`config.mk`:
```
export PLATFORM = sky130hd
export DESIGN_NAME = register_file
export DESIGN_NICKNAME = d
export VERILOG_FILES = /design/src/isa_pkg.sv /design/src/register_file.sv
export SDC_FILE = /design/constraint.sdc
export NUM_CORES = 2
export LEC_CHECK = 0
export BUFFER_PORTS_ARGS = -buffer_cell sky130_fd_sc_hd__buf_2
export CELL_PAD_IN_SITES_DETAIL_PLACEMENT = 1
export CELL_PAD_IN_SITES_GLOBAL_PLACEMENT = 1
export CORE_MARGIN = 2
export CORE_UTILIZATION = 45
export CTS_BUF_LIST = sky130_fd_sc_hd__clkbuf_4
export DETAILED_ROUTE_END_ITERATION = 10
export PLACE_DENSITY_LB_ADDON = 0.1
export RECOVER_POWER = 25
export SLEW_MARGIN = 20
export SYNTH_ARGS = -nofsm -noshare
export SYNTH_HDL_FRONTEND = slang
export SYNTH_SLANG_ARGS = --single-unit
```
`constraint.sdc`:
```
create_clock -name CLOCK -period 2.4 [get_ports CLOCK]
set_input_delay 0.12 -clock CLOCK [delete_from_list [all_inputs] [get_ports CLOCK]]
set_output_delay 0.12 -clock CLOCK [all_outputs]
set_load 0.05 [all_outputs]
```
`src/isa_pkg.sv`:
```
package isa_pkg;

  typedef logic [63:0] word_t;     // Register and memory data
  typedef logic [31:0] instr_t;
  typedef logic [4:0]  reg_idx_t;

  localparam reg_idx_t zero_reg = 5'd31;  // XZR

  // Opcodes of the supported subset
  localparam logic [10:0] opcode_add  = 11'b10001011000;
  localparam logic [10:0] opcode_sub  = 11'b11001011000;
  localparam logic [10:0] opcode_and  = 11'b10001010000;
  localparam logic [10:0] opcode_orr  = 11'b10101010000;
  localparam logic [10:0] opcode_ldur = 11'b11111000010;
  localparam logic [10:0] opcode_stur = 11'b11111000000;
  localparam logic [9:0]  opcode_addi = 10'b1001000100;  // I-type, 10-bit opcode

  localparam word_t pc_step = 64'd4;

  // Instruction field positions
  localparam int rd_lsb          = 0;
  localparam int rn_lsb          = 5;
  localparam int imm12_lsb       = 10;   // ADDI immediate
  localparam int dt_addr_lsb     = 12;   // D-type 9-bit offset
  localparam int rm_lsb          = 16;
  localparam int opcode_lsb      = 21;
  localparam int addi_opcode_lsb = 22;
  localparam int reg2loc_bit     = 28;   // Set for D-type and ADDI

endpackage

```
`src/register_file.sv`:
```
module register_file (
  input  logic              CLOCK,
  input  logic              reset,
  input  isa_pkg::reg_idx_t read_idx_a,
  input  isa_pkg::reg_idx_t read_idx_b,
  input  isa_pkg::reg_idx_t write_idx,
  input  isa_pkg::word_t    write_data,
  input  logic              write_enable,
  output isa_pkg::word_t    read_data_a,
  output isa_pkg::word_t    read_data_b
);

  isa_pkg::word_t regs [32];

  function automatic isa_pkg::word_t read_port(isa_pkg::reg_idx_t idx);
    if (write_enable && write_idx != isa_pkg::zero_reg && idx == write_idx) begin
      return write_data;                      // Write before read bypass
    end
    return regs[idx];                         // XZR storage holds zero
  endfunction

  always_ff @(posedge CLOCK) begin
    if (reset) begin
      for (int i = 0; i < 32; i++) begin
        regs[i] <= (i == isa_pkg::zero_reg) ? '0 : isa_pkg::word_t'(i);  // Xi starts at i
      end
    end else if (write_enable && write_idx != isa_pkg::zero_reg) begin
      regs[write_idx] <= write_data;
    end
  end

  always_comb begin
    read_data_a = read_port(read_idx_a);
    read_data_b = read_port(read_idx_b);
  end

  zero_reg_kept: assert property (@(posedge CLOCK) disable iff (reset)
    write_enable |=> regs[isa_pkg::zero_reg] == '0);

endmodule

```
After elaboration in Yosys (flattened, before gate mapping)
Memories as Yosys holds them, arrays and structs flattened.
Index checks and enable logic that the tools add are counted.
{ "totals": {"regBits": 0, "latchBits": 0, "ramBits": 2048, "romBits": 0, "out_inout_bits": 128, "memories": 1} }
{ "memory_table": {"columns": ["name", "depth", "width", "read_ports", "rd_clocked_by_memory_dff", "write_ports", "line_no", "source"], "rows": [
  ["regs", 32, 64, 2, 0, 32, "register_file.sv:13", "isa_pkg::word_t regs [32];"]
]} }
{ "op_classes": {"addsub": 0, "n_mul": 0, "div_mod_pow": 0, "order_cmp": 0, "n_eq_ne": 3, "n_shift": 0, "muxes": 14, "bitwise": 0, "n_reduce_logical": 4} }
{ "ops": {"columns": ["op", "count"], "rows": [
  ["$mux 64", 5],
  ["$reduce_or 64->1", 1],
  ["$eq 5x5->1", 2],
  ["$mux 1", 8],
  ["$mux 5", 1],
  ["$ne 5x5->1 const B", 1],
  ["$logic_and 1x1->1", 3]
]} }

Depth between registers and ports, before layout
{ "depth": {"ltp_word": 7, "ltp_mapped": 10, "depth_no_buf": 5} }

Worst setup path after synthesis
OpenSTA, ideal clock, no wires.
{ "synth_path": {"kind": "input to output", "from": "input read_idx_b[0]", "to": "output read_data_b[4]", "arrival_ns": 2.852, "path_slack_ns": -0.572, "stages": 7, "cell_sequence": "buf_2 buf_6 buf_4 buf_4 mux4_2 o22ai_1 o41ai_1"} }
{ "synth_via": {"elab_chain_len": 4, "elab_cells_between_ends": 5, "cone_classes": "eq/ne (1); mux (2); reduce/logical (1); memory (1)"} }
{ "synth_lines": {"columns": ["item", "line_no", "source"], "rows": [
  ["start: declaration", "register_file.sv:5", "input isa_pkg::reg_idx_t read_idx_b,"],
  ["branches (longest 3 deep; another with $mem_v2 32x64)", null, null],
  ["$mux 64 *", "register_file.sv:19", "return regs[idx];"],
  ["end: declaration", "register_file.sv:10", "output isa_pkg::word_t read_data_b"]
]} }
Mark *: on every way between the ends.

==> impl_metrics.csv <==
group,metric,value,unit
placement,dp_slack,-0.519,ns
floorplan,io_pins,210,
placement,hpwl,297000,um
detailed_routing,drt_iter0_drc,12600,
global_route,overflow,0,
detailed_routing,detail-route-antenna-nets,0,
setup_path,cp-start-kind,"flip-flop",
detailed_routing,vias,80400,
sta,fmax,0.275,GHz
sta,setup_violations,2889,
clock_network,htreeDepth,6,
outcome,violations,"capacitance limit, slew limit, setup timing",
floorplan,num_rows,180,
final_layout,final-seq-area,61500,sq um
clock_network,root_buffer,"clkbuf_4",
placement,portBuffers,209,
final_layout,post-route-util,55.6,%
detailed_routing,dr.pass1.iters,6,
floorplan,fp.dieArea,246000,sq um
hold_path,hold_class,"input pin to flip-flop",
floorplan,start_util,45.3,%
sta,period_minus_slack,3.64,ns
floorplan,fp.dieW,496,um
final_layout,reg_top3,"regs (2048)",
power,leakagePower,47.2,nW
setup_path,critPathKind,"flip-flop to output port",
setup_path,path_max_fanout,2,
power,p_total,91.5,mW
clock_network,cts.sinks,2048,
sta,hold_slack,0.0890,ns
setup_path,critPathCaptureType,"output port",
synthesis,synth_edf_count,2048,
final_layout,multiInputGateArea,46800,sq um
final_layout,area_delta_synth_final,22.8,%
global_route,grtUsageTotal,39.1,%
clock_network,cts_tree,"yes",
power,ir_worst_vdd,0.000590,V
final_layout,regMostFlops,"regs",
sta,hold_violations,0,
detailed_routing,viasPerCell,6.78,
outcome,outcome,"finished, violations left",
synthesis,avgSynthCellArea,15.3,sq um
sta,slew_headroom,-30.8,%
synthesis,yosysWarnings,0,
sta,worst_slack,-1.24,ns
synthesis,ys_types,52,
flow_run,drv.max_cap_violation_count,6,
floorplan,coreArea,241000,sq um
placement,place_congestion,0.886,
sta,tightest_slew,1.96,ns
synthesis,yosysSeqAreaShare,56.5,%
clock_network,clockBufferDepth,4,
global_route,grt_first_pass_wirelength,660000,um
global_route,antenna_found_initial,67,
synthesis,ys_ff_latch,2048,
synthesis,synth_cells,7120,
sta,rsz0062_at_grt,"yes",
final_layout,largest_reg_flops,2048,
sta,period_share,152,%
setup_path,worstPathRequired,2.28,ns
final_layout,final_layout_size_suffix_gt1_share,39.9,%
clock_network,clk_pin_slew_worst_paths,0.09,ns
detailed_routing,avgRoutedWirePerCell,40.8,um
synthesis,syn_area,109000,sq um
synthesis,synthArstFlopShare,0,%
detailed_routing,drc,0,
sta,fin_tns_setup,-1178.07,ns
setup_path,worstPathArrival,3.52,ns
synthesis,synth_ff_type,"edfxtp_1",
global_route,grt_pass1_vias,81800,
floorplan,die_y,496,um
detailed_routing,drt_wl_total,484000,um
final_layout,final_nets,8297,
clock_network,cts_buffers,593,
power,power_density,684,nW/um^2
global_route,grt_max_degree,73,
sta,drv_slew,237,
final_layout,n_fill_cell,22600,
==> path summary, 6_finish.rpt <==
path | from | endpoint | slack, ns | depth (start not counted)
worst max-delay path | regs[25][2]$_SDFFCE_PN0P_ | read_data_a[2] | -1.24 | 6
worst min-delay path | write_data[4] | regs[13][4]$_SDFFCE_PN0P_ | 0.09 | 4
==> layout make-up <==
type | count | share of cell area [%]
clock buffer | 830 | 4.66
multi-input combinational | 4330 | 35.0
clock inverter | 171 | 0.704
timing repair buffer | 1237 | 10.6
sequential | 2048 | 46.0
tap | 3185 | 2.98
antenna | 51 | 0.0954
inverter | 5 | 0.0234
==> layer usage <==
layer	vias to the layer above	share of wire, %	wire length (um)	global-route usage (%)
met5	-	0.044	215	0.425
met1	42300	36	175000	52.1
met4	10	5.3	25700	19.1
met2	6565	45	217000	58.5
met3	1345	14	65700	11.9
li1	30200	-	-	-
==> logic make-up after synthesis <==
family | after synthesis | synth area share (%)
DFF | 2048 | 56.5
and+or+nand+nor | 2355 | 12.9
other | 1 | 0.00344
muxes | 1228 | 23.2
xor gates and xnor gates | 10 | 0.0804
buffers and inverters | 805 | 3.18
AOI/OAI and AO/OA | 673 | 4.15
==> Yosys cell counts, types with 5 or more instances <==
| master | count | share of area, % |
|---|---|---|
| mux4_2 | 1035 | 21 |
| a221oi_1 | 5 | 0.040 |
| o211ai_1 | 26 | 0.18 |
| a21o_1 | 8 | 0.055 |
| nor2_1 | 122 | 0.42 |
| o21a_1 | 24 | 0.17 |
| nand3_1 | 53 | 0.24 |
| buf_1 | 34 | 0.12 |
| clkbuf_1 | 563 | 1.9 |
| nor2b_1 | 14 | 0.080 |
| nand3b_1 | 6 | 0.041 |
| and2_1 | 1882 | 11 |
| or3_1 | 79 | 0.45 |
| o41ai_1 | 5 | 0.040 |
| buf_4 | 43 | 0.30 |
| a31oi_1 | 53 | 0.30 |
| nand2_1 | 114 | 0.39 |
| buf_6 | 13 | 0.13 |
| nor3_1 | 32 | 0.15 |
| or2_2 | 34 | 0.20 |
| edfxtp_1 | 2048 | 56 |
| o21ai_0 | 51 | 0.23 |
| a22oi_1 | 189 | 1.3 |
| a21oi_1 | 116 | 0.53 |
| a22o_1 | 69 | 0.55 |
| buf_2 | 147 | 0.68 |
| mux2i_1 | 142 | 1.3 |
| a2111oi_0 | 6 | 0.048 |
| nand2b_1 | 7 | 0.040 |
| mux2_2 | 51 | 0.53 |
| xnor2_1 | 8 | 0.064 |
| o22ai_1 | 22 | 0.13 |
| o221ai_1 | 13 | 0.10 |
| o21ai_1 | 69 | 0.32 |
==> layout by cell type (no fill, tap or decap), types with 68 or more instances in the layout <==
master | netlist | routed
a22oi_1 | 189 | 111
mux2i_1 | 142 | 124
and2_0 | 0 | 162
buf_12 | 0 | 347
and2_1 | 1882 | 1716
buf_4 | 43 | 543
mux4_2 | 1035 | 1035
edfxtp_1 | 2048 | 2048
clkbuf_4 | 0 | 840
nand2_1 | 114 | 105
buf_2 | 147 | 73
nor2_1 | 122 | 100
buf_6 | 13 | 69
or3_1 | 79 | 78
clkinv_1 | 0 | 121
a22o_1 | 69 | 68
dlygate4sd3_1 | 0 | 145
a22oi_2 | 0 | 78
==> worst max-delay path: stages (launching register included) <==
cell and delay, ns:
edfxtp_1 0.44, mux4_2 0.49, mux4_2 0.49, a21oi_2 0.18, a21oi_2 0.10, buf_6 0.20, buf_12 0.15
==> power breakdown <==
group,internal (mW),leakage (nW),switching [mW]
Combinational,6.93,23.4,9.15
Sequential,41.3,19.5,1.10
Clock,17.0,4.30,16.1
Total,65.2,47.2,26.3
==> stage by stage <==
stage	instance area, sq um	cells
2_1_floorplan	109000	7183
3_3_place_gp	123000	10700
3_5_place_dp	123000	10700
4_1_cts	133000	11800
5_1_grt	134000	11800
6_report	134000	11900
==> what timing repair did <==
item / 4_1_cts / 5_1_grt
gates cloned: 0 / 0
pin swaps: 243 / 88
hold buffers: 148 / 0
hold endpoints to repair: 4019 / 0
endpoints found under the setup margin: 128 / 233
setup buffers: 11 / 19
gates resized for setup: 491 / 121
Note: power is estimated with default switching activity, not from simulation.
