<file path="src/isa_pkg.sv">
package isa_pkg;

  typedef logic [63:0] word_t;     // Register and memory data
  typedef logic [31:0] instr_t;
  typedef logic [4:0]  reg_idx_t;

  localparam reg_idx_t zero_reg = 5'd31;  // XZR

  // Opcodes of the supported subset
  localparam logic [10:0] opcode_add  = 11'b10001011000;
  localparam logic [10:0] opcode_sub  = 11'b11001011000;
  localparam logic [10:0] opcode_and  = 11'b10001010000;
  localparam logic [10:0] opcode_orr  = 11'b10101010000;
  localparam logic [10:0] opcode_ldur = 11'b11111000010;
  localparam logic [10:0] opcode_stur = 11'b11111000000;
  localparam logic [9:0]  opcode_addi = 10'b1001000100;  // I-type, 10-bit opcode

  localparam word_t pc_step = 64'd4;

  // Instruction field positions
  localparam int rd_lsb          = 0;
  localparam int rn_lsb          = 5;
  localparam int imm12_lsb       = 10;   // ADDI immediate
  localparam int dt_addr_lsb     = 12;   // D-type 9-bit offset
  localparam int rm_lsb          = 16;
  localparam int opcode_lsb      = 21;
  localparam int addi_opcode_lsb = 22;
  localparam int reg2loc_bit     = 28;   // Set for D-type and ADDI

endpackage

</file>
<file path="src/pipe_pkg.sv">
package pipe_pkg;

  typedef enum logic [1:0] {
    alu_add,       // Zero so a bubble decodes as add
    alu_sub,
    alu_and,
    alu_orr
  } alu_op_t;

  // All zeros is a bubble
  typedef struct packed {
    alu_op_t alu_op;
    logic    alu_src;      // Second operand from offset
    logic    mem_read;
    logic    mem_write;
    logic    reg_write;
    logic    mem_to_reg;
  } ctrl_t;

  typedef enum logic [1:0] {
    from_reg,
    from_mem,
    from_wb
  } fwd_sel_t;

  typedef struct packed {
    isa_pkg::instr_t instruction;
  } if_id_t;

  typedef struct packed {
    ctrl_t             ctrl;
    isa_pkg::word_t    rn_data;
    isa_pkg::word_t    rm_data;
    isa_pkg::word_t    offset;
    isa_pkg::reg_idx_t rd;
    isa_pkg::reg_idx_t rn;  // Source indexes for forwarding
    isa_pkg::reg_idx_t rm;
  } id_ex_t;

  typedef enum logic {
    hold,
    bubble
  } stall_action_t;

endpackage

</file>
<file path="src/decode_unit.sv">
module decode_unit (
  input  isa_pkg::instr_t   instruction,
  output pipe_pkg::ctrl_t   ctrl,
  output isa_pkg::reg_idx_t rn,
  output isa_pkg::reg_idx_t rm,
  output isa_pkg::reg_idx_t rd,
  output isa_pkg::word_t    offset
);

  logic [10:0] opcode;
  logic        is_addi;

  assign opcode  = instruction[isa_pkg::opcode_lsb +: 11];
  assign is_addi = instruction[isa_pkg::addi_opcode_lsb +: 10] == isa_pkg::opcode_addi;

  always_comb begin
    ctrl = '0;                       // Unknown encodings stay a bubble
    if (is_addi) begin
      ctrl.alu_op    = pipe_pkg::alu_add;
      ctrl.alu_src   = 1'b1;
      ctrl.reg_write = 1'b1;
    end else begin
      case (opcode)
        isa_pkg::opcode_add: begin
          ctrl.alu_op    = pipe_pkg::alu_add;
          ctrl.reg_write = 1'b1;
        end
        isa_pkg::opcode_sub: begin
          ctrl.alu_op    = pipe_pkg::alu_sub;
          ctrl.reg_write = 1'b1;
        end
        isa_pkg::opcode_and: begin
          ctrl.alu_op    = pipe_pkg::alu_and;
          ctrl.reg_write = 1'b1;
        end
        isa_pkg::opcode_orr: begin
          ctrl.alu_op    = pipe_pkg::alu_orr;
          ctrl.reg_write = 1'b1;
        end
        isa_pkg::opcode_ldur: begin
          ctrl.alu_src    = 1'b1;    // Address is base plus offset
          ctrl.mem_read   = 1'b1;
          ctrl.reg_write  = 1'b1;
          ctrl.mem_to_reg = 1'b1;
        end
        isa_pkg::opcode_stur: begin
          ctrl.alu_src   = 1'b1;
          ctrl.mem_write = 1'b1;
        end
        default: ;
      endcase
    end
  end

  assign rd = instruction[isa_pkg::rd_lsb +: 5];
  assign rn = instruction[isa_pkg::rn_lsb +: 5];
  // Stores read their data register from the Rd field
  assign rm = instruction[isa_pkg::reg2loc_bit] ? rd : instruction[isa_pkg::rm_lsb +: 5];

  assign offset = is_addi ?
                  {52'b0, instruction[isa_pkg::imm12_lsb +: 12]} :
                  {{55{instruction[isa_pkg::dt_addr_lsb + 8]}},
                   instruction[isa_pkg::dt_addr_lsb +: 9]};

endmodule

</file>
<file path="config.mk">
export PLATFORM = sky130hd
export DESIGN_NAME = decode_unit
export DESIGN_NICKNAME = d
export VERILOG_FILES = /design/src/isa_pkg.sv /design/src/pipe_pkg.sv /design/src/decode_unit.sv
export SDC_FILE = /design/constraint.sdc
export NUM_CORES = 1
export LEC_CHECK = 0
export ABC_AREA = 1
export BUFFER_PORTS_ARGS = -buffer_cell sky130_fd_sc_hd__buf_2
export CAP_MARGIN = 15
export CORE_ASPECT_RATIO = 1.25
export CORE_UTILIZATION = 37
export DETAILED_ROUTE_END_ITERATION = 10
export GPL_TIMING_DRIVEN = 0
export PLACE_DENSITY = 0.9
export SYNTH_ARGS = -nofsm -noshare
export SYNTH_HDL_FRONTEND = slang
export SYNTH_SLANG_ARGS = --single-unit
</file>
<file path="constraint.sdc">
create_clock -name vclk -period 4
set_input_delay 0.4 -clock vclk [all_inputs]
set_output_delay 0.4 -clock vclk [all_outputs]
set_load 0.005 [all_outputs]
</file>
# --- After elaboration in Yosys (flattened, before gate mapping) ---
# Index checks and enable logic that the tools add are counted.
classes:
  reduce_logical: 2
  div_mod_pow: 0
  bitwise: 0
  magnitude_cmp: 0
  mux: 11
  n_addsub: 0
  n_mul: 0
  shift: 0
  n_eq_ne: 7
op_table:
  columns: ["cell", "count"]
  rows:
  - ["$eq A11 B11 Y1 const B", 6]
  - ["$mux W64", 1]
  - ["$eq A10 B10 Y1 const B", 1]
  - ["$mux W1", 6]
  - ["$pmux W2 S3", 1]
  - ["$mux W5", 1]
  - ["$reduce_or A5 Y1", 1]
  - ["$mux W3", 1]
  - ["$mux W2", 1]
  - ["$reduce_or A2 Y1", 1]
totals:
  mem_bits_ro: 0
  latchBits: 0
  elab_cells: 20
  ramBits: 0
  inputBits: 32
  n_memories: 0
  output_inout_bits: 86
  ff_bits: 0

# --- Longest topological paths before layout ---
# Gate-level depths: netlist of run 1.
depth:
  ltp_word: 4
  ltp_mapped: 7

# --- Worst setup path after synthesis of run 1 ---
# No wires, ideal clock.
synth_path:
  path_kind: "input to output"
  start: "in instruction[29]"
  end: "out offset[13]"
  path_slack_ps: 1783
  t_arrival_ps: 1817
  path_stages: 7
  cell_sequence: "inv_1 nand2_1 nor2_4 nand3_4 nand2_1 inv_1 buf_4"
synth_between:
  elab_chain_len: 2
synth_rtl:
  columns: ["item", "line_no", "text"]
  rows:
  - ["start, declared", "decode_unit.sv:2", "input isa_pkg::instr_t instruction,"]
  - ["$eq A10 B10 Y1", "decode_unit.sv:14", "assign is_addi = instruction[isa_pkg::addi_opcode_lsb +: 10] == isa_pkg::opcode_addi;"]
  - ["$mux W64", "decode_unit.sv:60", "assign offset = is_addi ?"]
  - ["end, declared", "decode_unit.sv:7", "output isa_pkg::word_t offset"]
# Every way passes these cells.

# --- Final worst setup path of run 1 ---
layout_path:
  start: "in instruction[29]"
  end: "out offset[17]"
# Same word-level chain as after synthesis.

==> results of run 1 <==
synthesized netlist by cell type:
cell,number
nor2_4,1
nand2_2,8
o21ai_0,4
buf_6,2
nand2_1,22
nor3_4,1
nor2_1,8
mux2_2,1
o21ai_2,11
nand4_1,2
nand3_1,2
inv_2,3
nand3_4,1
buf_2,1
buf_4,63
inv_1,20
nor2_2,1
o21ai_1,1
through the flow:
stage,instances,instance area [um2]
detailed placement,299,1590
global placement,298,1563
global route,299,1590
finish,299,1590
floorplan,152,955.9
CTS,299,1590
metal layers:
metal | GRT usage | vias to the layer above
met5 | 0 | -
met4 | 0.02041 | 0
met3 | 0.03067 | 6
met2 | 0.3072 | 89
met1 | 0.1596 | 509
li1 | - | 627
kinds of logic (layout without fill, tap and decap cells):
| logic type | after synthesis | count (layout) |
|---|---|---|
| simple gates | 46 | 46 |
| compound gates | 16 | 16 |
| mux | 1 | 1 |
| buf+inv | 89 | 203 |
critical path, stage by stage:
cell and delay [ns]:
buf_2 0.10, inv_1 0.10, nand2_1 0.10, nor2_4 0.10, nand3_4 0.09, nand2_1 0.17
inv_1 0.26, buf_16 0.26, buf_4 0.14, buf_2 0.12
area by class of cell:
cell class | count | area, um2
multi-input cells | 63 | 369.1
inverters | 23 | 86.33
well taps | 33 | 41.29
plain buffers | 66 | 500.5
repair buffers | 114 | 593.1
fillers | 244 | 862.1
power breakdown:
group	switching, mW	internal [mW]
clock network	0	0
registers	0	0
logic	0.0599	0.0871
worst paths after layout:
kind	startpoint	endpoint	slack (ns)	cells past startpoint
min	instruction[7]	rn[2]	0.97	2
max	instruction[29]	offset[17]	1.75	10
==> summary.txt, run 1 <==
Status
  – Status: complete, no violations

Layout
  – Ratio of cells with drive above 1 in the final layout: 0.7782
  – Most common cell after layout, fill and taps aside: buf_2
  – Util after Layout: 0.6485
  – Most frequent cells in the layout: 114 x buf_2, 63 x buf_4, 22 x nand2_1
  – Clock buffer count: 0
  – Num sequential: 0
  – Nets: 300
  – Sequential cell area: 0 um2
  – Synthesis-to-layout area growth: 66.36%
  – ANT cells: 0

Route
  – Post-DRT Antenna Nets: 0
  – Total Routed Length: 2552 um
  – Vias post-DR: 1231
  – Uppermost layer routed: met4
  – Metal2 WL: 1262 um
  – Vias/cell: 4.117
  – DR pass1 iterations: 4
  – Initial DRC count: 3
  – DRC viols: 0
  – Wire length per cell: 8.535 um
  – Metal1 wirelength: 872 um
  – Met3 Wirelength: 365 um

Synth
  – Simple-gate share of the synthesized area: 0.2474
  – Top cell type by total area after synthesis: buf_4
  – Main combinational cell family by area after synthesis: buffers and inverters
  – Synth Area in Adders: 0
  – Post-Syn Area: 955.9 um2
  – Yosys top cell area share: 0.4948
  – XOR/XNOR Fraction of Synth Area: 0
  – Cells after synthesis: 152
  – Mux cell area share after synthesis: 0.01178
  – Compound-Gate Fraction of Synth Area: 0.1270
  – Netlist cell types: 18
  – Syn_nets: 184
  – Sequential-to-total area share from yosys stat: 0
  – Yosys warns: 0
  – Post-Synthesis Mean Instance Area: 6.289 um2
  – Top cells by area, synth: buf_4 49%, o21ai_2 10%, nand2_1 8.6%, inv_1 7.9%, nand2_2 5.2%

GRT
  – First-pass GRT wire length: 3318 um
  – Number of global-route vias before repair: 817
  – Antenna violations before repair: 0
  – Global Route Usage Sum: 0.1549
  – Largest net degree at the start of global routing: 41
  – Grt ovf: 0

Worst setup path
  – Crit path capture type: output pin
  – Worst path required time: 3.60 ns
  – Kind of critical path: in2out
  – Startpoint Class: primary input
  – Crit-path max FO: 40
  – Critical Path AT: 1.85 ns

Run
  – Max_cap viols: 0

STA
  – Slew margin rel.: 0.6779
  – Worst-Margin Slew: 0.4826 ns
  – Setup violation total in the final timing report: 0
  – Crit path time final: 2.248 ns
  – Worst Slack Setup Final: 1.752 ns
  – Pins Over Slew Limit: 0
  – Fin. Hold Viols: 0
  – Fin crit share: 0.5621
  – Fin Setup TNS: 0 ns
  – Highest Clock Rate: 444.8 MHz
  – WHS: 0.9652 ns
  – RSZ-0062 raised after global routing: no

Placement
  – Routability Congestion: 0.7697
  – Pre-CTS setup slack: 1.745 ns
  – Port Buf Inserts: 113
  – DP HPWL: 2293 um

CTS
  – Cts hold-fix bufs: 0
  – Post-cts sizing count: 0
  – # Post-CTS Setup Buffers: 0

Power and ir drop
  – Reported leakage power: 1.061 nW
  – Maximum vdd ir drop: 0.00006457 V
  – PwrDens: 92.43 nW/um2
  – Total power draw: 0.1470 mW

Floorplan
  – Die H: 58.83 um
  – Die area: 2792 um2
  – Core area: 2452 um2
  – Die width: 47.46 um
  – I/O pin count: 118
  – Row count: 20
  – Initial Util: 0.3898

Min path
  – Min-delay worst type: in2out
No activity file was read; power rests on OpenSTA's default activity.
==> run 2, diff against run 1 <==
--- a/config.mk
+++ b/config.mk
@@ -5,14 +5,14 @@
 export SDC_FILE = /design/constraint.sdc
 export NUM_CORES = 1
 export LEC_CHECK = 0
-export ABC_AREA = 1
+export ABC_AREA = 0
 export BUFFER_PORTS_ARGS = -buffer_cell sky130_fd_sc_hd__buf_2
 export CAP_MARGIN = 15
 export CORE_ASPECT_RATIO = 1.25
-export CORE_UTILIZATION = 37
+export CORE_UTILIZATION = 33
 export DETAILED_ROUTE_END_ITERATION = 10
 export GPL_TIMING_DRIVEN = 0
-export PLACE_DENSITY = 0.9
+export PLACE_DENSITY = 0.85
 export SYNTH_ARGS = -nofsm -noshare
 export SYNTH_HDL_FRONTEND = slang
 export SYNTH_SLANG_ARGS = --single-unit
==> constraint.sdc (replaced) <==
create_clock -name vclk -period 2.3
set_input_delay 0.23 -clock vclk [all_inputs]
set_output_delay 0.23 -clock vclk [all_outputs]
set_load 0.005 [all_outputs]
==> run 2 against run 1 <==
Against the previous run: area after synthesis shrank 8.6%; worst hold slack worse by 0.34 ns; design area down 7.2%; power is 63% higher; combinational power grew 63%; global-route usage down 1.1 points; first-iteration DRC count rose by 67%; routed wire length is 7.2% lower; synthesized cell count is 32% lower; sequential share of layout area unchanged; setup slack worse by 1.6 ns; sequential cell count stayed put; largest power group unchanged.
==> summary.txt, run 2 <==
Min path
  – Min-delay worst type: in2out

Layout
  – Ratio of cells with drive above 1 in the final layout: 0.9074 (+0.1292)
  – Fillcell total: 222 (-9.0%)
  – ANT cells: 0 (unchanged)
  – Most common cell after layout, fill and taps aside: buf_2
  – Synthesis-to-layout area growth: 69.05%
  – Clock buffer count: 0 (unchanged)
  – Num sequential: 0 (unchanged)
  – Multi-input logic area: 382.9 um2 (+3.7%)
  – Nets: 250 (-17%)
  – Sequential cell area: 0 um2 (unchanged)
  – Most frequent cells in the layout: 112 x buf_2, 64 x buf_4, 9 x mux2_4

Synth
  – Yosys warns: 0 (unchanged)
  – Post-synth top cells: 64 x buf_4, 9 x mux2_4, 7 x mux2_2, 5 x nor2_1, 3 x nand4_1
  – Top cells by area, synth: buf_4 55%, mux2_4 15%, mux2_2 9.0%, nand4_4 2.4%, nand4_1 2.1%
  – Post-Synthesis Mean Instance Area: 8.397 um2 (+34%)
  – Post-Syn Area: 873.3 um2 (-8.6%)
  – Cells after synthesis: 104 (-32%)
  – Netlist cell types: 20 (+2)
  – Yosys top cell area share: 0.5501 (+0.05538)
  – Cell with the most instances after synthesis: buf_4
  – Sequential-to-total area share from yosys stat: 0 (unchanged)
  – Top cell type by total area after synthesis: buf_4
  – Syn_nets: 136 (-26%)

Route
  – DRC viols: 0 (unchanged)
  – Vias post-DR: 1006 (-18%)
  – Wire length per cell: 9.510 um (+11%)
  – Vias/cell: 4.040 (-1.9%)
  – DR pass1 iterations: 3 (-1)
  – Total Routed Length: 2368 um (-7.2%)
  – Initial DRC count: 5 (+2)
  – Post-DRT Antenna Nets: 0 (unchanged)

STA
  – Crit path time final: 2.127 ns
  – Fin crit share: 0.9249
  – RSZ-0062 raised after global routing: no
  – Worst Slack Setup Final: 0.1726 ns (-1.579 ns)
  – Fin. Hold Viols: 0 (unchanged)
  – Worst-Margin Slew: 0.7903 ns (+0.3076 ns)
  – Pins Over Slew Limit: 0 (unchanged)
  – Highest Clock Rate: 470.1 MHz
  – Slew margin rel.: 0.4732 (-0.2047)
  – Setup violation total in the final timing report: 0 (unchanged)
  – Fin Setup TNS: 0 ns (unchanged)

Worst setup path
  – Critical Path AT: 1.90 ns (+0.05 ns)
  – Crit path capture type: output pin
  – Worst path required time: 2.07 ns (-1.53 ns)
  – Startpoint Class: primary input
  – Kind of critical path: in2out
  – Crit-path max FO: 52 (+30%)

GRT
  – Number of global-route vias before repair: 725 (-11%)
  – Largest net degree at the start of global routing: 53 (+29%)
  – First-pass GRT wire length: 3132 um (-5.6%)
  – Antenna violations before repair: 0 (unchanged)
  – Grt ovf: 0 (unchanged)
  – Global Route Usage Sum: 0.1435 (-0.01133)

Floorplan
  – Die width: 48.01 um (+1.2%)
  – Core area: 2477 um2 (+1.0%)
  – Die H: 59.52 um (+1.2%)
  – Row count: 20 (unchanged)
  – Die area: 2857 um2 (+2.3%)
  – Initial Util: 0.3525 (-0.03727)
  – I/O pin count: 118 (unchanged)

CTS
  – Post-cts sizing count: 0 (unchanged)
  – Cts hold-fix bufs: 0 (unchanged)
  – # Post-CTS Setup Buffers: 0 (unchanged)

Placement
  – Pre-CTS setup slack: 0.1424 ns (-1.602 ns)
  – DP HPWL: 2115 um (-7.8%)
  – Routability Congestion: 0.7649 (-0.62%)
  – Port Buf Inserts: 112 (-0.88%)

Power and ir drop
  – Reported leakage power: 0.9512 nW (-10%)
  – PwrDens: 161.8 nW/um2 (+75%)
  – Maximum vdd ir drop: 0.0001093 V (+69%)

Run
  – Max_cap viols: 0 (unchanged)

Status
  – Status: complete, no violations
## run 2: area by class of cell
type,instances,area share
Buffer,65,0.3331
Multi-Input combinational cell,39,0.2593
Tap cell,33,0.02797
Timing Repair Buffer,112,0.3797
## run 2: where the power goes
| group | total [mW] | internal, mW | switching, mW |
|---|---|---|---|
| Clock | 0 | 0 | 0 |
| Combinational | 0.239 | 0.154 | 0.0849 |
| Sequential | 0 | 0 | 0 |
## run 2: kinds of logic (layout without fill, tap and decap cells)
family / Yosys count / in the layout / synth area share
muxes: 16 / 16 / 0.2450
buffers and inverters: 65 / 177 / 0.5630
and+or+nand+nor: 22 / 22 / 0.1820
AOI/OAI and AO/OA: 1 / 1 / 0.01003
## run 2: worst max-delay path, cell delays in order
cell and delay, ns:
buf_4 0.15, and4bb_4 0.23, nand4_4 0.09, buf_6 0.18, and2_2 0.69, buf_4 0.22
buf_2 0.11
## run 2: path summary, 6_finish.rpt
| check | from | to | depth (start not counted) |
|---|---|---|---|
| max | instruction[28] | offset[31] | 7 |
| min | instruction[6] | rn[1] | 2 |
## run 2: routing by layer
| metal | GRT usage | wire length (um) |
|---|---|---|
| met5 | 0 | 0 |
| met4 | 0.003968 | 0 |
| met3 | 0.01829 | 281 |
| met2 | 0.3127 | 1253 |
| met1 | 0.1345 | 833 |
## run 2: metrics by stage
step | util | hold WS, ns | area [um2] | power, mW | cells
floorplan | - | 0.4911 | 874.6 | 0.1349 | 104
global placement | 0.5960 | 0.6262 | 1476 | 0.2379 | 249
detailed placement | 0.5960 | 0.6267 | 1476 | 0.2421 | 249
CTS | 0.5960 | 0.6265 | 1476 | 0.2424 | 249
global route | 0.5960 | 0.6308 | 1476 | 0.2653 | 249
finish | 0.5960 | 0.6259 | 1476 | 0.2389 | 249
