File: src/isa_pkg.sv
package isa_pkg;

  typedef logic [63:0] word_t;     // Register and memory data
  typedef logic [31:0] instr_t;
  typedef logic [4:0]  reg_idx_t;

  localparam reg_idx_t zero_reg = 5'd31;  // XZR

  // Opcodes of the supported subset
  localparam logic [10:0] opcode_add  = 11'b10001011000;
  localparam logic [10:0] opcode_sub  = 11'b11001011000;
  localparam logic [10:0] opcode_and  = 11'b10001010000;
  localparam logic [10:0] opcode_orr  = 11'b10101010000;
  localparam logic [10:0] opcode_ldur = 11'b11111000010;
  localparam logic [10:0] opcode_stur = 11'b11111000000;
  localparam logic [9:0]  opcode_addi = 10'b1001000100;  // I-type, 10-bit opcode

  localparam word_t pc_step = 64'd4;

  // Instruction field positions
  localparam int rd_lsb          = 0;
  localparam int rn_lsb          = 5;
  localparam int imm12_lsb       = 10;   // ADDI immediate
  localparam int dt_addr_lsb     = 12;   // D-type 9-bit offset
  localparam int rm_lsb          = 16;
  localparam int opcode_lsb      = 21;
  localparam int addi_opcode_lsb = 22;
  localparam int reg2loc_bit     = 28;   // Set for D-type and ADDI

endpackage

File: src/pipe_pkg.sv
package pipe_pkg;

  typedef enum logic [1:0] {
    alu_add,       // Zero so a bubble decodes as add
    alu_sub,
    alu_and,
    alu_orr
  } alu_op_t;

  // All zeros is a bubble
  typedef struct packed {
    alu_op_t alu_op;
    logic    alu_src;      // Second operand from offset
    logic    mem_read;
    logic    mem_write;
    logic    reg_write;
    logic    mem_to_reg;
  } ctrl_t;

  typedef enum logic [1:0] {
    from_reg,
    from_mem,
    from_wb
  } fwd_sel_t;

  typedef struct packed {
    isa_pkg::instr_t instruction;
  } if_id_t;

  typedef struct packed {
    ctrl_t             ctrl;
    isa_pkg::word_t    rn_data;
    isa_pkg::word_t    rm_data;
    isa_pkg::word_t    offset;
    isa_pkg::reg_idx_t rd;
    isa_pkg::reg_idx_t rn;  // Source indexes for forwarding
    isa_pkg::reg_idx_t rm;
  } id_ex_t;

  typedef enum logic {
    hold,
    bubble
  } stall_action_t;

endpackage

File: src/execute_stage.sv
module execute_stage (
  input  logic               CLOCK,
  input  logic               reset,
  input  pipe_pkg::id_ex_t   id_ex,
  input  pipe_pkg::fwd_sel_t fwd_a,
  input  pipe_pkg::fwd_sel_t fwd_b,
  input  isa_pkg::word_t     wb_value,
  output isa_pkg::word_t     mem_address,
  output isa_pkg::word_t     mem_write_data,
  output logic               mem_read,
  output logic               mem_write,
  output isa_pkg::reg_idx_t  mem_rd,
  output logic               mem_reg_write,
  output logic               mem_to_reg
);

  isa_pkg::word_t operand_a;
  isa_pkg::word_t operand_b;
  isa_pkg::word_t alu_b;
  isa_pkg::word_t alu_result;

  function automatic isa_pkg::word_t forward(pipe_pkg::fwd_sel_t sel,
                                             isa_pkg::word_t reg_value);
    case (sel)
      pipe_pkg::from_mem: return mem_address;  // Registered ALU result
      pipe_pkg::from_wb:  return wb_value;
      default:            return reg_value;
    endcase
  endfunction

  always_comb begin
    operand_a = forward(fwd_a, id_ex.rn_data);
    operand_b = forward(fwd_b, id_ex.rm_data);
    alu_b     = id_ex.ctrl.alu_src ? id_ex.offset : operand_b;
    case (id_ex.ctrl.alu_op)
      pipe_pkg::alu_add: alu_result = operand_a + alu_b;
      pipe_pkg::alu_sub: alu_result = operand_a - alu_b;
      pipe_pkg::alu_and: alu_result = operand_a & alu_b;
      default:           alu_result = operand_a | alu_b;
    endcase
  end

  always_ff @(posedge CLOCK) begin
    if (reset) begin
      mem_read      <= 1'b0;
      mem_write     <= 1'b0;
      mem_reg_write <= 1'b0;
    end else begin
      mem_read      <= id_ex.ctrl.mem_read;
      mem_write     <= id_ex.ctrl.mem_write;
      mem_reg_write <= id_ex.ctrl.reg_write;
    end
  end

  always_ff @(posedge CLOCK) begin
    mem_address    <= alu_result;
    mem_write_data <= operand_b;               // Store data sees forwarding too
    mem_rd         <= id_ex.rd;
    mem_to_reg     <= id_ex.ctrl.mem_to_reg;
  end

  mem_strobes_exclusive: assert property (@(posedge CLOCK) disable iff (reset)
    !(mem_read && mem_write));

endmodule

File: config.mk
export PLATFORM = sky130hd
export DESIGN_NAME = execute_stage
export DESIGN_NICKNAME = d
export VERILOG_FILES = /design/src/isa_pkg.sv /design/src/pipe_pkg.sv /design/src/execute_stage.sv
export SDC_FILE = /design/constraint.sdc
export NUM_CORES = 1
export LEC_CHECK = 0
export BUFFER_PORTS_ARGS = -buffer_cell sky130_fd_sc_hd__clkbuf_2
export CAP_MARGIN = 15
export CORE_ASPECT_RATIO = 0.8
export CORE_MARGIN = 3
export CORE_UTILIZATION = 48
export DETAILED_ROUTE_END_ITERATION = 8
export PLACE_DENSITY = 0.76
export SLEW_MARGIN = 30
export SYNTH_ARGS = -nofsm -noshare
export SYNTH_HDL_FRONTEND = slang
export SYNTH_SLANG_ARGS = --single-unit
File: constraint.sdc
create_clock -name CLOCK -period 13.3 [get_ports CLOCK]
set_clock_uncertainty 0.05 [all_clocks]
set_input_delay 2.66 -clock CLOCK [delete_from_list [all_inputs] [get_ports CLOCK]]
set_output_delay 2.66 -clock CLOCK [all_outputs]
set_load 0.01 [all_outputs]
## Yosys cells after proc, flatten, opt, wreduce, memory -nomap -nowiden

Cells that the tools add are included.

| storage, ports and cells | value |
|---|---|
| register bits after elaboration | 137 |
| bits of input ports | 284 |
| output and inout port bits | 137 |
| word-level logic and storage cells | 22 |

| operators by class | value |
|---|---|
| $add $sub $neg | 2 |
| equal/unequal tests | 6 |
| mux-type cells | 4 |
| bitwise operators | 2 |
| reduce and logical (&&, ||, !) cells | 1 |

Operators by type and width:

| cell | count |
|---|---|
| one-hot mux 64 bit (2 select lines) | 2 |
| one-hot mux 64 bit (3 select lines) | 1 |
| adder 64 bit | 1 |
| bitwise AND 64 bit | 1 |
| 2-to-1 mux 64 bit | 1 |
| bitwise OR 64 bit | 1 |
| subtractor 64 bit | 1 |
| == test 2 x 1 -> 1 bit, second input constant | 3 |
| == test 2 bit, second input constant | 3 |
| logical NOT 2 bit | 1 |

## Longest topological paths before layout

| logic depth | value |
|---|---|
| depth after elaboration | 5 |
| depth in mapped cells | 32 |

## Least setup slack after synthesis

OpenSTA, ideal clock, no wires.

| timing path | value |
|---|---|
| kind | input to register |
| start point | input id_ex[211] (netlist name) |
| end point | register mem_address[63] |
| library setup time | 0.131 ns |
| arrival time | 9.412 ns |
| data required time | 13.119 ns |
| path slack | 3.707 ns |
| stages | 31 |
| buffers on the path | 9 |
| path through | buf_2 buf_2 buf_1 clkbuf_1 buf_2 buf_2 buf_1 clkbuf_1 mux2i_1 ha_1 o221ai_2 nor4_4 o2111ai_2 nor4_4 nor3b_4 a41oi_1 or2_1 xnor2_1 ha_1 clkbuf_1 a21o_1 a21o_1 a21oi_1 o21ai_0 a21o_1 a221oi_1 o31ai_1 a221o_1 mux2i_1 a22oi_1 o211ai_1 |

| between the ends | value |
|---|---|
| cells in the longest elaborated chain, start to end | 3 |
| elaborated cells on any way between the ends | 6 |
| those cells by class | 2 x add/sub; 2 x mux; 2 x bitwise |

Ends and longest elaborated chain:

| what | RTL line | source |
|---|---|---|
| start: declaration | execute_stage.sv:4 | `input pipe_pkg::id_ex_t id_ex,` |
| 2-to-1 mux 64 bit (*) | execute_stage.sv:34 | `alu_b = id_ex.ctrl.alu_src ? id_ex.offset : operand_b;` |
| subtractor 64 bit, or another cell as far along | execute_stage.sv:37 | `pipe_pkg::alu_sub: alu_result = operand_a - alu_b;` |
| one-hot mux 64 bit (3 select lines) (*) | execute_stage.sv:35 | `case (id_ex.ctrl.alu_op)` |
| named net alu_result[63] | execute_stage.sv:20 | `isa_pkg::word_t alu_result;` |
| end signal: assignment | execute_stage.sv:56 | `mem_address <= alu_result;` |
| end: declaration | execute_stage.sv:8 | `output isa_pkg::word_t mem_address,` |

The timed path passes the listed nets; every way through them passes the cells marked *.
A chain may end at the register's enable or synchronous reset.

## Worst setup path in the final report

| timing path | value |
|---|---|
| start point | input fwd_b[0] |
| end point | register mem_address[63] |

| between the ends | value |
|---|---|
| cells in the longest elaborated chain, start to end | 5 |
| elaborated cells on any way between the ends | 9 |
| those cells by class | 2 x add/sub; 2 x eq/ne; 3 x mux; 2 x bitwise |

Ends and longest elaborated chain:

| what | RTL line | source |
|---|---|---|
| start: declaration | execute_stage.sv:6 | `input pipe_pkg::fwd_sel_t fwd_b,` |
| == test 2 bit / == test 2 x 1 -> 1 bit (equally long branches) | execute_stage.sv:24 | `case (sel)` |
| one-hot mux 64 bit (2 select lines) (*) | execute_stage.sv:24 |  |
| named net operand_b[0] | execute_stage.sv:18 | `isa_pkg::word_t operand_b;` |
| 2-to-1 mux 64 bit (*) | execute_stage.sv:34 |  |
| subtractor 64 bit / adder 64 bit (equally long branches) | execute_stage.sv:37, execute_stage.sv:36 |  |
| one-hot mux 64 bit (3 select lines) (*) | execute_stage.sv:35 |  |
| named net alu_result[63] | execute_stage.sv:20 |  |

Marked as above.

==> metrics.txt <==
# TYPE chip_impl_metric gauge
chip_impl_metric{name="synth_edf_count",unit=""} 0
chip_impl_metric{name="ctsHoldBuffers",unit=""} 0
chip_impl_metric{name="ctsLongestPathBuffers",unit=""} 2
chip_impl_metric{name="worst_ir_drop_on_vdd",unit="V"} 0.0000994
chip_impl_metric{name="gp_congestion",unit=""} 0.984
chip_impl_metric{name="syn-num-nets",unit=""} 2125
chip_impl_metric{name="grt_antenna_before_repair",unit=""} 3
chip_impl_metric{name="p_leak",unit="nW"} 7.08
chip_impl_metric{name="detailedRoute.firstPassIterationCount",unit=""} 5
chip_impl_metric{name="grt_start_max_net_pins",unit=""} 74
chip_impl_info{name="critical_path.startpoint_type",value="input pin"} 1
chip_impl_metric{name="finalHoldViolations",unit=""} 0
chip_impl_metric{name="cts.htree.levels",unit=""} 4
chip_impl_metric{name="crit_fanout",unit=""} 73
chip_impl_metric{name="gate_power_share",unit="%"} 49.5
chip_impl_metric{name="finalMaxSlewViolations",unit=""} 0
chip_impl_metric{name="post_synthesis_share_of_cell_area_spent_on_and_or_nand_and_nor_gates",unit="%"} 18.5
chip_impl_metric{name="totalWireLength",unit="mm"} 51.7
chip_impl_metric{name="final_hpwl_dp",unit="mm"} 39.8
chip_impl_metric{name="initialDrtViolationCount",unit=""} 1508
chip_impl_metric{name="route.detailed.drc",unit=""} 0
chip_impl_metric{name="groute.usage.overall",unit="%"} 34.1
chip_impl_metric{name="place_inst",unit=""} 2419
chip_impl_info{name="synthDominantAreaCellType",value="sky130_fd_sc_hd__dfxtp_1"} 1
chip_impl_metric{name="antenna_violation_net_count_after_detailed_routing",unit=""} 0
chip_impl_info{name="commonest_non_fill_non_tap_cells_in_the_layout",value="sky130_fd_sc_hd__clkbuf_2 (409), sky130_fd_sc_hd__nand2_1 (242), sky130_fd_sc_hd__o21ai_0 (195)"} 1
chip_impl_metric{name="part_of_the_power_in_registers",unit="%"} 26.4
chip_impl_metric{name="chipWidth",unit="um"} 190
chip_impl_metric{name="stdcell_count",unit=""} 2454
chip_impl_info{name="largestRegisters",value="mem_address: 64 flops, mem_write_data: 64 flops, mem_rd: 5 flops"} 1
chip_impl_info{name="clock_tree_from_tritoncts",value="built"} 1
chip_impl_metric{name="max_slew_margin",unit="%"} 36.1
chip_impl_metric{name="routed_via_count",unit=""} 15100
chip_impl_metric{name="period_needed",unit="ps"} 9930
chip_impl_metric{name="post_cts.repair.setup_buffers",unit=""} 0
chip_impl_metric{name="yosys.cell_types.count",unit=""} 69
chip_impl_metric{name="synth_fa_ha_area_share",unit="%"} 13.1
chip_impl_info{name="rsz0062_at_grt",value="false"} 1
chip_impl_metric{name="die-area",unit="sq mm"} 0.0291
chip_impl_metric{name="grt_first_pass_wirelength",unit="mm"} 79.3
chip_impl_metric{name="routed_wire_length_per_instance",unit="um"} 21.1
chip_impl_metric{name="internal-power",unit="mW"} 1.24
chip_impl_metric{name="total_clock_sinks",unit=""} 137
chip_impl_metric{name="cell_area_power_density",unit="mW/mm^2"} 139
chip_impl_metric{name="synth-seq-area-share",unit="%"} 21.1
chip_impl_metric{name="clk_latency",unit="ps"} 450
chip_impl_metric{name="core-area",unit="sq mm"} 0.0265
chip_impl_info{name="synth_top_family_by_area",value="compound AO/OA/AOI/OAI gates"} 1
chip_impl_metric{name="total_net_switching_power",unit="mW"} 0.948
chip_impl_metric{name="cts-resized-gates",unit=""} 0
chip_impl_info{name="post_synth_main_area_contributors",value="sky130_fd_sc_hd__dfxtp_1 (21%), sky130_fd_sc_hd__ha_1 (8.2%), sky130_fd_sc_hd__o21ai_0 (7.5%)"} 1
chip_impl_info{name="critical_path.reg2reg.startpoint",value="mem_address[0]$_DFF_P_"} 1
chip_impl_metric{name="setup_viol",unit=""} 0
chip_impl_info{name="yosys_most_used_dff",value="sky130_fd_sc_hd__dfxtp_1"} 1
chip_impl_metric{name="fin_util",unit="%"} 59.7
chip_impl_metric{name="filler_cell_count",unit=""} 2514
chip_impl_metric{name="area_delta_synth_final",unit="%"} 21.7
chip_impl_metric{name="delay_of_the_slowest_critical_path_stage",unit="ps"} 800
chip_impl_metric{name="drv.max_cap_violation_count",unit=""} 0
chip_impl_metric{name="final_net_count",unit=""} 2451
chip_impl_metric{name="cell_count_after_synthesis",unit=""} 1755
chip_impl_metric{name="number_of_synthesized_register_bits",unit=""} 137
chip_impl_info{name="holdCritStartpoint",value="mem_address[47]$_DFF_P_"} 1
chip_impl_metric{name="floorplan.initialDensity",unit="%"} 49.1
chip_impl_metric{name="max_clock_freq",unit="MHz"} 101
chip_impl_metric{name="finalSetupTns",unit="ps"} 0
chip_impl_info{name="layout.cells.most_common",value="sky130_fd_sc_hd__clkbuf_2"} 1
chip_impl_info{name="run_status",value="finished clean"} 1
chip_impl_metric{name="power.share.clock",unit="%"} 24.0
chip_impl_metric{name="cp_data_arrival_time",unit="ps"} 10240
chip_impl_metric{name="layout-drive-gt1-share",unit="%"} 25.4
chip_impl_metric{name="synth_compound_gate_area_share",unit="%"} 29.9
chip_impl_metric{name="global_route.overflow_total",unit=""} 0
chip_impl_metric{name="boundary_pins",unit=""} 421
chip_impl_metric{name="critPathRequiredTime",unit="ps"} 13610
chip_impl_info{name="worst_setup_path_startpoint",value="fwd_b[0]"} 1
chip_impl_metric{name="yosysWarnings",unit=""} 0
chip_impl_metric{name="syn-cell-area",unit="sq mm"} 0.0130
chip_impl_metric{name="asyncSetResetFlopFracSynth",unit="%"} 0
chip_impl_info{name="cts-root-buf",value="sky130_fd_sc_hd__clkbuf_16"} 1
chip_impl_metric{name="regArea",unit="sq mm"} 0.00274
chip_impl_metric{name="yosys.area_share.xor_xnor",unit="%"} 8.17
chip_impl_metric{name="die_h",unit="um"} 153
chip_impl_metric{name="final.period_utilization",unit="%"} 74.6
chip_impl_metric{name="tightest_slew",unit="ps"} 951
chip_impl_info{name="crit_top_cell",value="sky130_fd_sc_hd__nor2_1"} 1
chip_impl_metric{name="clk_slew_on_worst_s_h_paths",unit="ps"} 80
chip_impl_info{name="worst-setup-path-type",value="input pin to flip-flop"} 1
chip_impl_metric{name="r2r_setup_slack",unit="ps"} 6140
chip_impl_metric{name="yosys.area.top_type_share",unit="%"} 21.1
chip_impl_metric{name="grt_pass1_vias",unit=""} 14400
chip_impl_metric{name="area_taken_by_multi_input_logic_gates",unit="sq mm"} 0.00964
chip_impl_metric{name="switching_share",unit="%"} 43.3
chip_impl_metric{name="numPortBuffers",unit=""} 410
chip_impl_info{name="worstSetupEndpointType",value="flip-flop"} 1
chip_impl_info{name="cell_with_the_biggest_individual_delay_on_the_critical_path",value="sky130_fd_sc_hd__a2111oi_0"} 1
chip_impl_info{name="min_path_type",value="flip-flop to flip-flop"} 1
chip_impl_metric{name="row_count",unit=""} 53
chip_impl_metric{name="average_vias_per_placed_instance",unit=""} 6.14
chip_impl_metric{name="yosys-mux-area-fraction",unit="%"} 4.29
chip_impl_metric{name="syn-mean-instance-area",unit="sq um"} 7.40
chip_impl_metric{name="numCtsBuffers",unit=""} 17
[power by group through the flow]
stage                     logic [mW]  clock network [mW]  registers [mW]
after floorplan                0.673                   0           0.611
after global placement          1.04                   0           0.582
after detailed placement        1.05                   0           0.583
after CTS                       1.06               0.529           0.575
after global routing            1.18               0.546           0.587
final                           1.09               0.527           0.579
[routing by layer]
layer / wire, um / vias up / part of all wire [%] / track usage, %
li1: - / 7037 / - / -
met1: 22500 / 7071 / 44 / 47.7
met2: 22600 / 888 / 44 / 52.8
met3: 5360 / 81 / 10 / 7.29
met4: 1240 / 0 / 2.4 / 9.82
met5: 0 / - / 0 / 0
[critical path: cells and delay by family]
| kind | cells | cell delay (ps) |
|---|---|---|
| xor gates and xnor gates | 1 | 140 |
| AOI/OAI and AO/OA | 8 | 2760 |
| and+or+nand+nor | 10 | 2460 |
| buffers and inverters | 2 | 150 |
| adders and majority gates | 3 | 1450 |
| muxes | 2 | 590 |
[per-stage QoR]
step                hold WS [ps]  area (sq um)  power, mW  setup slack [ps]
finish                       537         15800       2.19              3370
global route                 566         15800       2.32              3080
CTS                          536         15800       2.17              3540
detailed placement           521         15200       1.64              3120
global placement             504         15200       1.63              3260
floorplan                    530         13000       1.28              3710
[final cells by class]
| type | instances | share of cell area (%) |
|---|---|---|
| clock inverter | 14 | 1.16 |
| sequential | 137 | 17.4 |
| tap | 357 | 2.83 |
| inverter | 43 | 1.02 |
| timing repair buffer | 425 | 13.7 |
| multi-input combinational | 1457 | 61.1 |
| antenna | 3 | 0.0475 |
| clock buffer | 18 | 2.78 |
[synthesized netlist by cell type, types with 9 or more instances]
library cell and number:
sky130_fd_sc_hd__mux2_2 45, sky130_fd_sc_hd__a21oi_1 123, sky130_fd_sc_hd__clkbuf_1 81, sky130_fd_sc_hd__nor3_1 26, sky130_fd_sc_hd__nand2_1 242, sky130_fd_sc_hd__nand3_1 11, sky130_fd_sc_hd__dfxtp_1 137, sky130_fd_sc_hd__a22oi_1 107
sky130_fd_sc_hd__xor2_1 48, sky130_fd_sc_hd__o31a_1 14, sky130_fd_sc_hd__buf_2 19, sky130_fd_sc_hd__inv_1 43, sky130_fd_sc_hd__a221o_1 13, sky130_fd_sc_hd__or2_2 9, sky130_fd_sc_hd__nand2b_1 14, sky130_fd_sc_hd__o31ai_1 30
sky130_fd_sc_hd__nor2_1 138, sky130_fd_sc_hd__nor2b_1 24, sky130_fd_sc_hd__a221oi_1 18, sky130_fd_sc_hd__o21bai_1 11, sky130_fd_sc_hd__ha_1 85, sky130_fd_sc_hd__buf_1 18, sky130_fd_sc_hd__nand4_1 17, sky130_fd_sc_hd__xnor2_1 73
sky130_fd_sc_hd__o21ai_0 195, sky130_fd_sc_hd__nor4_1 10, sky130_fd_sc_hd__maj3_1 62, sky130_fd_sc_hd__a21o_1 33
[cells by family (layout without fill, tap and decap cells)]
group	count (synthesis)	count (layout)
other	0	3
and+or+nand+nor	531	531
muxes	50	50
AOI/OAI and AO/OA	607	607
xor gates and xnor gates	121	121
adders and majority gates	148	148
DFF	137	137
buffers and inverters	161	500
[path summary, 6_finish.rpt]
check                          endpoint  cells past startpoint
max             mem_address[63]$_DFF_P_                     26
max reg2reg     mem_address[63]$_DFF_P_                     24
min reg2reg  mem_write_data[47]$_DFF_P_                      2
min          mem_write_data[47]$_DFF_P_                      2
Power figures use the tool's default switching activity.
